[src/hdl/ycc_pkg.sv]
// Block format of the YCbCr sample stream
// Sample counts, buffer layout, clamp limits and the channel tag
`default_nettype none

package ycc_pkg;

   localparam int sample_width = 8;

   // One block is 128 Y, then 64 Cb, then 64 Cr
   localparam int luma_count   = 128;
   localparam int chroma_count = 64;
   localparam int chroma_group = 8;
   localparam int chroma_half  = 4;

   // Bank layout, with the bank bit on top of the address
   localparam int bank_depth     = 256;
   localparam int buf_addr_width = 9;
   localparam logic [buf_addr_width-2:0] cb_base = 8'd128;
   localparam logic [buf_addr_width-2:0] cr_base = 8'd192;

   // Limits after the level shift
   localparam logic [sample_width-1:0] luma_min     = 8'd16;
   localparam logic [sample_width-1:0] luma_max     = 8'd235;
   localparam logic [sample_width-1:0] chroma_min   = 8'd16;
   localparam logic [sample_width-1:0] chroma_max   = 8'd240;
   localparam logic [sample_width-1:0] level_offset = 8'd128;

   typedef enum logic [1:0] {ch_y, ch_cb, ch_cr} ycc_channel_e;

endpackage

`default_nettype wire

[src/hdl/sample_conditioner.sv]
// Level shift and range clamp of buffer samples
// Collects Y, Cb and Cr into one triplet
`default_nettype none
`timescale 1ns/1ps

module sample_conditioner (
   input  wire logic                              clock,
   input  wire logic                              reset_n,
   input  wire logic                              sample_valid,
   input  wire ycc_pkg::ycc_channel_e             sample_channel,
   input  wire logic [ycc_pkg::sample_width-1:0]  rd_data,
   output logic                                   ycc_valid,
   output logic      [ycc_pkg::sample_width-1:0]  ycc_y,
   output logic      [ycc_pkg::sample_width-1:0]  ycc_cb,
   output logic      [ycc_pkg::sample_width-1:0]  ycc_cr
);

   logic [ycc_pkg::sample_width-1:0] shifted;
   logic [ycc_pkg::sample_width-1:0] conditioned;

   function automatic logic [ycc_pkg::sample_width-1:0] clamp(
      input logic [ycc_pkg::sample_width-1:0] value,
      input logic [ycc_pkg::sample_width-1:0] low,
      input logic [ycc_pkg::sample_width-1:0] high
   );
      if (value < low)
         clamp = low;
      else if (value > high)
         clamp = high;
      else
         clamp = value;
   endfunction

   // Two's complement to offset binary with wrap mod 256
   assign shifted = rd_data + ycc_pkg::level_offset;

   always_comb
   begin
      if (sample_channel == ycc_pkg::ch_y)
         conditioned = clamp(shifted, ycc_pkg::luma_min, ycc_pkg::luma_max);
      else
         conditioned = clamp(shifted, ycc_pkg::chroma_min, ycc_pkg::chroma_max);
   end

   always_ff @(posedge clock or negedge reset_n)
   begin
      if (!reset_n)
         ycc_valid <= 1'b0;
      else
         ycc_valid <= sample_valid && (sample_channel == ycc_pkg::ch_cr);
   end

   // Y and Cb wait here until Cr completes the triplet
   always_ff @(posedge clock)
   begin
      if (sample_valid)
      begin
         case (sample_channel)
            ycc_pkg::ch_y:  ycc_y  <= conditioned;
            ycc_pkg::ch_cb: ycc_cb <= conditioned;
            default:        ycc_cr <= conditioned;
         endcase
      end
   end

endmodule

`default_nettype wire

[config.mk]
export PLATFORM = sky130hd
export DESIGN_NAME = sample_conditioner
export DESIGN_NICKNAME = d
export VERILOG_FILES = /design/src/hdl/ycc_pkg.sv /design/src/hdl/sample_conditioner.sv
export SDC_FILE = /design/constraint.sdc
export NUM_CORES = 1
export LEC_CHECK = 0
export ABC_AREA = 1
export BUFFER_PORTS_ARGS = -buffer_cell sky130_fd_sc_hd__buf_2
export CAP_MARGIN = 5
export CORE_MARGIN = 2
export CORE_UTILIZATION = 46
export DETAILED_ROUTE_END_ITERATION = 7
export HOLD_SLACK_MARGIN = 0.12
export PLACE_DENSITY = 0.87
export SLEW_MARGIN = 0
export SYNTH_ARGS = -nofsm -noshare
export SYNTH_HDL_FRONTEND = slang
export SYNTH_SLANG_ARGS = --single-unit
[constraint.sdc]
create_clock -name clock -period 0.8 [get_ports clock]
set_input_delay 0.08 -clock clock [delete_from_list [all_inputs] [get_ports clock]]
set_output_delay 0.08 -clock clock [all_outputs]
set_load 0.1 [all_outputs]
==> results of run 1 <==
-- cell type report --
class,instances,area [µm²]
fill,75,265
inverter,13,48.8
clock buffer,4,26.3
sequential,25,747
multi-input combinational,43,190
timing repair buffer,47,671
tap,27,33.8
-- cells in the final DEF, fill, tap and decap left out --
cell                             n
sky130_fd_sc_hd__a21oi_1         1
sky130_fd_sc_hd__buf_12         27
sky130_fd_sc_hd__buf_2          12
sky130_fd_sc_hd__buf_4           4
sky130_fd_sc_hd__clkbuf_1        1
sky130_fd_sc_hd__clkbuf_4        3
sky130_fd_sc_hd__dfrtp_2         1
sky130_fd_sc_hd__dlygate4sd3_1   4
sky130_fd_sc_hd__edfxtp_1       24
sky130_fd_sc_hd__inv_1          12
sky130_fd_sc_hd__inv_2           1
sky130_fd_sc_hd__nand2_1        21
sky130_fd_sc_hd__nand2_2         1
sky130_fd_sc_hd__nand3_1         2
sky130_fd_sc_hd__nor2_1         13
sky130_fd_sc_hd__nor2_2          3
sky130_fd_sc_hd__nor2_4          2
-- metal layers --
metal | wire [µm] | global-route usage
met2 | 1520 | 0.458
met4 | 137 | 0.167
met3 | 269 | 0.0685
met1 | 982 | 0.295
met5 | 0 | 0
-- registers in the layout, indices dropped and copies added, names as in the netlist --
signal     cells
ycc_cb         8
ycc_y          8
ycc_cr         8
ycc_valid      1
-- synthesized netlist by cell type --
cell type                   n
sky130_fd_sc_hd__a21oi_1    1
sky130_fd_sc_hd__inv_1     12
sky130_fd_sc_hd__clkbuf_1   2
sky130_fd_sc_hd__nand3_1    2
sky130_fd_sc_hd__nor2_4     1
sky130_fd_sc_hd__nor2_2     1
sky130_fd_sc_hd__nand2_1   21
sky130_fd_sc_hd__inv_2      1
sky130_fd_sc_hd__nor2_1    16
sky130_fd_sc_hd__edfxtp_1  24
sky130_fd_sc_hd__nand2_2    1
sky130_fd_sc_hd__dfrtp_1    1
-- path summary, 6_finish.rpt --
path / startpoint / end / slack, ns / depth (start not counted)
max: ycc_y[7] / ycc_y[7] / -0.26 / 1
min: rd_data[5] / ycc_y[5] / 0.09 / 2
max in group asynchronous: reset_n / ycc_valid / 0.10 / 3
min in group asynchronous: reset_n / ycc_valid / 0.58 / 3
-- cells by family after synthesis --
logic type / count (synthesis) / share of synthesized area
buffers and inverters: 15 / 0.0575
DFF: 25 / 0.761
and+or+nand+nor: 42 / 0.176
AOI/OAI and AO/OA: 1 / 0.00510
-- through the flow --
step	utilization	total power [mW]
2_1_floorplan	-	2.18
3_3_place_gp	0.831	2.59
3_5_place_dp	0.831	2.63
4_1_cts	0.865	3.18
5_1_grt	0.866	3.27
6_report	0.866	3.19
-- report_power, final --
| group | switching (mW) | total [mW] | leakage, nW | internal, mW |
|---|---|---|---|---|
| combinational | 0.689 | 1.04 | 0.508 | 0.351 |
| clock | 0.371 | 0.567 | 0.0150 | 0.196 |
| sequential | 0.0607 | 1.59 | 0.228 | 1.52 |
| total | 1.12 | 3.19 | 0.751 | 2.07 |
-- timing repair --
item | in CTS | in global routing
hold endpoints to repair | 8 | 3
endpoints found under the setup margin | 25 | 31
resized for setup | 0 | 1
==> PnR_summary.wiki, run 1 <==
{| class="wikitable"
! Metric !! Value
|-
| Global-route wire length before repair || 4650 µm
|-
| Share of layout cells above drive strength 1 || 0.409
|-
| Row cnt || 16
|-
| Global-route usage over all layers || 0.268
|-
| Share of synthesized area occupied by flip-flops and latches || 0.761
|-
| Buffer count from post-CTS setup fixing || 0
|-
| Startpoint class of the critical path || flip-flop
|-
| Area share of the leading cell type in the synthesized netlist || 0.736
|-
| Leakage power || 0.751 nW
|-
| Unique masters post-synth || 12
|-
| Total wirelength of the detailed-routed design || 2910 µm
|-
| Top cells by area, synth || sky130_fd_sc_hd__edfxtp_1 (74%), sky130_fd_sc_hd__nand2_1 (8.0%), sky130_fd_sc_hd__nor2_1 (6.1%), sky130_fd_sc_hd__inv_1 (4.6%), sky130_fd_sc_hd__dfrtp_1 (2.6%)
|-
| Slew of the pin with the lowest slew margin || 0.280 ns
|-
| Sum of net half-perimeters after detailed placement || 2270 µm
|-
| Last weighted congestion value of the routability-driven placer || 0.793
|-
| Number of buffers and inverters on the critical path || 1
|-
| Starting density of the core || 0.494
|-
| Violations in the final reports || negative setup slack
|-
| Peak per-stage delay on the critical path || 0.46 ns
|-
| CTS root buffer || sky130_fd_sc_hd__clkbuf_4
|-
| Number of remaining DRC errors || 0
|-
| Die boundary width || 50.2 µm
|-
| Max Buffers Root-to-Sink || 2
|-
| Biggest fanout along the worst timing path || 1
|-
| Path type of the worst min-delay path || input port to flip-flop
|-
| Clock slew seen by the registers of the worst setup and hold paths || 0.13 ns
|-
| DR vias || 832
|-
| Fin Setup TNS || -5.92 ns
|-
| Run status || finished, violations left
|-
| Total placed instance area || 1650 µm²
|-
| Slowest cell on crit path || sky130_fd_sc_hd__edfxtp_1
|-
| Number of levels in the clock H-tree || 1
|-
| PwrDens || 1860 nW/µm²
|-
| Number of buffer cells added on primary ports || 37
|-
| Wire length per cell || 18.3 µm
|-
| Crit path arrival time || 0.98 ns
|-
| Via count normalized by instance count || 5.23
|-
| Ratio of final minimum period to clock period || 1.32
|-
| Cell taking the most area after synthesis || sky130_fd_sc_hd__edfxtp_1
|-
| IO Pins || 38
|-
| Antenna cells || 0
|-
| NumNets Final || 146
|-
| Clock tree from TritonCTS || done
|-
| Yosys warning total || 0
|-
| Kind of end point of the critical path || primary output
|-
| Number of standard cells after synthesis || 83
|-
| Cell area after layout || 1720 µm²
|-
| Post-route antenna net violation count || 0
|-
| Final hold viol count || 0
|-
| Largest net degree at the start of global routing || 14
|-
| Post-synthesis area per instance || 11.8 µm²
|-
| WHS || 0.0891 ns
|-
| Die Area || 2520 µm²
|-
| Initial drt markers || 47
|-
| Post-placement worst setup slack || -0.271 ns
|-
| Count of hold-fix buffers inserted at cts || 4
|-
| Maximum achievable frequency || 945 MHz
|-
| CTS Buf Count || 3
|-
| Maximum ir drop on the vdd rail || 1.44 mV
|-
| Area delta synth->final || 75.2%
|-
| Clock sink count || 25
|-
| FF+latch count, synth || 25
|-
| Net count after synthesis || 96
|-
| Initial antenna violation count || 0
|-
| Category of cells accounting for the largest share of critical-path delay || flip-flops
|-
| Cells along the critical path || buf_12
|-
| Core area || 1980 µm²
|-
| PnR worst setup slack || -0.258 ns
|-
| Worst slew slack as a fraction of its limit || 0.813
|-
| Placed Cells incl. Taps || 151
|-
| Number of iterations in the first detailed-routing pass || 4
|-
| Critical Setup Path Class || flip-flop to primary output
|-
| RSZ-0062 raised after global routing || true
|-
| Die height || 50.2 µm
|-
| Required time of the critical path || 0.72 ns
|-
| Total global routing overflow || 0
|-
| Count of final setup violators || 25
|-
| Number of max-cap violations || 0
|-
| Summed instance area of the synthesized netlist || 980 µm²
|-
| Pins over their slew limit || 0
|-
| Final worst path period need || 1.06 ns
|-
| Post-Layout Cell Count || 159
|-
| Via count of the first global-routing pass || 868
|}
Power figures use the tool's default switching activity.
==> run 2: changes to the inputs <==
--- a/config.mk
+++ b/config.mk
@@ -12,7 +12,7 @@
 export CORE_UTILIZATION = 46
 export DETAILED_ROUTE_END_ITERATION = 7
 export HOLD_SLACK_MARGIN = 0.12
-export PLACE_DENSITY = 0.87
+export PLACE_DENSITY = 0.76
 export SLEW_MARGIN = 0
 export SYNTH_ARGS = -nofsm -noshare
 export SYNTH_HDL_FRONTEND = slang
==> PnR_summary.wiki, run 2 (synthesis results as in run 1) <==
{| class="wikitable"
! Metric !! Value
|-
| Run status || finished, violations left
|-
| Violations in the final reports || negative setup slack
|-
| Last weighted congestion value of the routability-driven placer || 0.877
|-
| Antenna cells || 0
|-
| Critical Setup Path Class || flip-flop to primary output
|-
| NumNets Final || 147
|-
| Global-route usage over all layers || 0.243
|-
| WHS || 0.0955 ns
|-
| Path type of the worst min-delay path || input port to flip-flop
|-
| CTS root buffer || sky130_fd_sc_hd__clkbuf_4
|-
| Pins over their slew limit || 0
|-
| Startpoint class of the critical path || flip-flop
|-
| Fraction of power spent switching nets || 0.347
|-
| Post-Layout Cell Count || 160
|-
| PnR worst setup slack || -0.255 ns
|-
| Int Power || 2.07 mW
|-
| Leakage power || 0.757 nW
|-
| Crit path arrival time || 0.98 ns
|-
| Final hold viol count || 0
|-
| Row cnt || 16
|-
| Clock slew seen by the registers of the worst setup and hold paths || 0.13 ns
|-
| Number of buffers and inverters on the critical path || 1
|-
| Clock power frac || 0.172
|-
| Overall Power || 3.17 mW
|-
| Biggest fanout along the worst timing path || 1
|-
| Sum of net half-perimeters after detailed placement || 2080 µm
|-
| Global-route wire length before repair || 4270 µm
|-
| Number of cells on the worst hold path || 4
|-
| Core area || 1980 µm²
|-
| Total wirelength of the detailed-routed design || 2860 µm
|-
| WHS Endpoint || ycc_valid
|-
| Placed Cells incl. Taps || 153
|-
| Share of layout cells above drive strength 1 || 0.421
|-
| Via count normalized by instance count || 5.18
|-
| Detailed route wirelength on metal2 || 1570 µm
|-
| IO Pins || 38
|-
| Wire length per cell || 17.9 µm
|-
| Clock sink count || 25
|-
| Number of levels in the clock H-tree || 1
|-
| Peak per-stage delay on the critical path || 0.46 ns
|-
| Relative contribution of sequential cells to total power || 0.500
|-
| Number of buffer cells added on primary ports || 37
|-
| Leading cell type in the layout, fill and taps excluded || sky130_fd_sc_hd__buf_12
|-
| Post-placement worst setup slack || -0.264 ns
|-
| RSZ-0062 raised after global routing || true
|-
| Ratio of final minimum period to clock period || 1.32
|-
| Area delta synth->final || 75.7%
|-
| Share of power burned in combinational logic || 0.329
|-
| Die Area || 2520 µm²
|-
| Initial drt markers || 63
|-
| Number of max-cap violations || 0
|-
| Share of the core filled with cells in the final layout || 0.869
|-
| PwrDens || 1840 nW/µm²
|-
| DR vias || 829
|-
| Category of cells accounting for the largest share of critical-path delay || flip-flops
|-
| Clock tree from TritonCTS || done
|-
| Via count of the first global-routing pass || 847
|-
| Count of hold-fix buffers inserted at cts || 3
|-
| Most frequent cells in the layout || sky130_fd_sc_hd__buf_12 (27), sky130_fd_sc_hd__edfxtp_1 (24), sky130_fd_sc_hd__nand2_1 (21)
|-
| Kind of end point of the critical path || primary output
|-
| Final worst path period need || 1.06 ns
|-
| Switching pwr || 1.10 mW
|-
| Worst slew slack as a fraction of its limit || 0.824
|-
| Met3 wire length || 272 µm
|-
| Required time of the critical path || 0.72 ns
|-
| Total global routing overflow || 0
|-
| Die height || 50.2 µm
|-
| Slew of the pin with the lowest slew margin || 0.263 ns
|-
| Met1 wire length || 928 µm
|-
| Largest net degree at the start of global routing || 14
|-
| Initial antenna violation count || 0
|-
| Maximum ir drop on the vdd rail || 1.41 mV
|-
| Count of final setup violators || 25
|-
| Registers with the most flip-flops || ycc_cb x8, ycc_cr x8, ycc_y x8
|-
| Cells along the critical path || buf_12
|-
| Starting density of the core || 0.494
|-
| Slowest cell on crit path || sky130_fd_sc_hd__edfxtp_1
|-
| Highest metal used || met4
|-
| CTS Buf Count || 3
|-
| Number of remaining DRC errors || 0
|-
| Number of iterations in the first detailed-routing pass || 4
|-
| Maximum achievable frequency || 947 MHz
|-
| Launch instance of the worst min-delay path || sample_valid
|-
| Die boundary width || 50.2 µm
|-
| Buffer count from post-CTS setup fixing || 0
|-
| Post-route antenna net violation count || 0
|-
| Max Buffers Root-to-Sink || 2
|}
-- run 2: power by group through the flow --
stage / sequential (mW) / combinational (mW) / clock (mW)
after detailed placement: 1.62 / 1.02 / 0
after CTS: 1.59 / 1.03 / 0.534
after global placement: 1.61 / 0.989 / 0
after global routing: 1.59 / 1.07 / 0.586
after floorplan: 2.08 / 0.0985 / 0
final: 1.59 / 1.04 / 0.545
-- run 2: layer usage --
layer,global-route usage,vias to the layer above
li1,-,366
met1,0.250,378
met2,0.450,77
met3,0.0536,8
met4,0.134,0
met5,0,-
-- run 2: final cells by class --
class | count | area (µm²)
Clock buffer | 4 | 26.3
Fill cell | 77 | 260
Inverter | 13 | 48.8
Multi-Input combinational cell | 43 | 190
Sequential cell | 25 | 747
Tap cell | 27 | 33.8
Timing Repair Buffer | 48 | 676
-- run 2: how the worst max path moves through the flow --
stage,start,to,slack [ns],cells after the start
after floorplan,ycc_cb[0],ycc_cb[0],-0.18,0
after global placement,sample_channel[1],ycc_y[3],-0.17,4
after detailed placement,rd_data[6],ycc_y[4],-0.26,7
after CTS,ycc_cr[5],ycc_cr[5],-0.25,1
after global routing,ycc_cr[1],ycc_cr[1],-0.27,1
final,ycc_cb[7],ycc_cb[7],-0.26,1
-- run 2: timing repair --
item | CTS | global route
endpoints found under the hold margin | 8 | 7
cloned | 0 | 0
setup endpoints to repair | 25 | 34
gates resized for setup | 0 | 1
-- run 2: stage by stage --
step	cell area (µm²)	setup TNS, ns
finish	1720	-5.54
global route	1720	-6.21
CTS	1720	-5.56
detailed placement	1660	-6.66
global placement	1660	-4.53
floorplan	991	-4.42
==> run 3: changes to the inputs <==
--- a/config.mk
+++ b/config.mk
@@ -6,12 +6,13 @@
 export NUM_CORES = 1
 export LEC_CHECK = 0
 export ABC_AREA = 1
-export BUFFER_PORTS_ARGS = -buffer_cell sky130_fd_sc_hd__buf_2
+export BUFFER_PORTS_ARGS = -buffer_cell sky130_fd_sc_hd__buf_4
 export CAP_MARGIN = 5
 export CORE_MARGIN = 2
 export CORE_UTILIZATION = 46
 export DETAILED_ROUTE_END_ITERATION = 7
 export HOLD_SLACK_MARGIN = 0.12
+export MAX_ROUTING_LAYER = met4
 export PLACE_DENSITY = 0.76
 export SLEW_MARGIN = 0
 export SYNTH_ARGS = -nofsm -noshare
==> PnR_summary.wiki, run 3 (synthesis results as in run 1) <==
{| class="wikitable"
! Metric !! Value
|-
| Number of max-cap violations || 0
|-
| Violations in the final reports || negative setup slack
|-
| Share of layout cells above drive strength 1 || 0.414
|-
| Kind of end point of the critical path || primary output
|-
| Worst slew slack as a fraction of its limit || 0.830
|-
| Cells along the critical path || buf_6
|-
| Starting density of the core || 0.494
|-
| Antenna cells || 0
|-
| WHS || 0.0209 ns
|-
| Clock sink count || 25
|-
| Last weighted congestion value of the routability-driven placer || 0.907
|-
| Via count normalized by instance count || 4.68
|-
| Most frequent cells in the layout || sky130_fd_sc_hd__buf_6 (24), sky130_fd_sc_hd__edfxtp_1 (24), sky130_fd_sc_hd__nand2_1 (21)
|-
| PnR worst setup slack || -0.208 ns
|-
| Post-route antenna net violation count || 0
|-
| Number of levels in the clock H-tree || 1
|-
| WHS Endpoint || ycc_valid
|-
| Via count of the first global-routing pass || 725
|-
| IO Pins || 38
|-
| Number of cells on the worst hold path || 3
|-
| Leakage power || 0.683 nW
|-
| Slew of the pin with the lowest slew margin || 0.255 ns
|-
| Number of buffer cells added on primary ports || 37
|-
| Critical Setup Path Class || flip-flop to primary output
|-
| RSZ-0062 raised after global routing || true
|-
| CTS root buffer || sky130_fd_sc_hd__clkbuf_4
|-
| Pins over their slew limit || 0
|-
| Registers with the most flip-flops || ycc_cb x8, ycc_cr x8, ycc_y x8
|-
| CTS Buf Count || 3
|-
| Total wirelength of the detailed-routed design || 2040 µm
|-
| Die Area || 2520 µm²
|-
| Sum of net half-perimeters after detailed placement || 1350 µm
|-
| Core area || 1980 µm²
|-
| Wire length per cell || 12.7 µm
|-
| Required time of the critical path || 0.72 ns
|-
| Number of iterations in the first detailed-routing pass || 4
|-
| Global-route wire length before repair || 3370 µm
|-
| Initial antenna violation count || 0
|-
| Total global routing overflow || 0
|-
| Number of remaining DRC errors || 0
|-
| Path type of the worst min-delay path || input port to flip-flop
|-
| PwrDens || 1950 nW/µm²
|-
| Category of cells accounting for the largest share of critical-path delay || flip-flops
|-
| Count of hold-fix buffers inserted at cts || 4
|-
| DR vias || 748
|-
| Final hold viol count || 0
|-
| Ratio of final minimum period to clock period || 1.26
|-
| Maximum ir drop on the vdd rail || 1.04 mV
|-
| Row cnt || 16
|-
| Clock slew seen by the registers of the worst setup and hold paths || 0.12 ns
|-
| Clock tree from TritonCTS || done
|-
| Number of buffers and inverters on the critical path || 1
|-
| Initial drt markers || 28
|-
| Peak per-stage delay on the critical path || 0.42 ns
|-
| Die boundary width || 50.2 µm
|-
| Biggest fanout along the worst timing path || 1
|-
| Run status || finished, violations left
|-
| Startpoint class of the critical path || flip-flop
|-
| Overall Power || 2.99 mW
|-
| Global-route usage over all layers || 0.192
|-
| Crit path arrival time || 0.93 ns
|-
| Area delta synth->final || 56.6%
|-
| Launch instance of the worst min-delay path || sample_valid
|-
| Final worst path period need || 1.01 ns
|-
| Worst setup path startpoint || ycc_cr[6]
|-
| Maximum achievable frequency || 992 MHz
|-
| Max Buffers Root-to-Sink || 2
|-
| Largest net degree at the start of global routing || 14
|-
| Filler cell count || 116
|-
| Die height || 50.2 µm
|-
| NumNets Final || 147
|-
| Count of final setup violators || 25
|-
| Slowest cell on crit path || sky130_fd_sc_hd__edfxtp_1
|}
## run 3: cell counts in the layout (fill, tap and decap cells not counted)
Identical to the previous run, type by type.
## run 3: worst max-delay path by stage
| stage | to | slack, ns | depth (start not counted) |
|---|---|---|---|
| detailed placement | ycc_y[2] | -0.21 | 7 |
| global placement | ycc_y[3] | -0.20 | 4 |
| global route | ycc_cr[3] | -0.26 | 1 |
| floorplan | ycc_cb[0] | -0.18 | 0 |
| finish | ycc_cr[6] | -0.21 | 1 |
| CTS | ycc_cr[0] | -0.21 | 1 |
## run 3: cell type report
type                            instances  area [µm²]  share of cell area
Clock buffer                            4        26.3              0.0171
Inverter                               13        48.8              0.0318
Multi-Input combinational cell         43         188               0.122
Sequential cell                        25         747               0.487
Tap cell                               27        33.8              0.0220
Timing Repair Buffer                   48         490               0.320
## run 3: layer usage
metal | GRT usage | vias up | wire, µm
met5 | - | - | 0
met4 | 0.0833 | 0 | 2
met3 | 0.0625 | 2 | 178
met2 | 0.325 | 48 | 1070
met1 | 0.205 | 336 | 789
li1 | - | 362 | -
## run 3: what timing repair did
action,4_1_cts,5_1_grt
endpoints found under the setup margin,25,26
endpoints found under the hold margin,8,7
buffers inserted,0,0
resized for setup,25,1
pin swaps,0,0
## run 3: through the flow
stage               setup TNS [ns]   util  cells  setup slack (ns)  area, µm²
floorplan                    -4.42      -     83            -0.184        991
finish                       -4.75  0.774    160            -0.208       1530
global placement             -4.92  0.696    153            -0.195       1380
global route                 -5.90  0.774    160            -0.265       1530
detailed placement           -5.71  0.696    153            -0.209       1380
CTS                          -4.60  0.777    161            -0.213       1540
## run 3: power by group
part           switching, mW  total, mW  leakage (nW)  internal, mW
Clock                  0.329      0.524        0.0150         0.195
Sequential            0.0336       1.56         0.228          1.52
Combinational          0.662      0.907         0.441         0.245
Total                   1.02       2.99         0.683          1.96
## run 3: worst min-delay path: cells and delay by family
family | cells | cell delay, ns
AND/OR/NAND/NOR | 2 | 0.11
buffers and inverters | 1 | 0.12
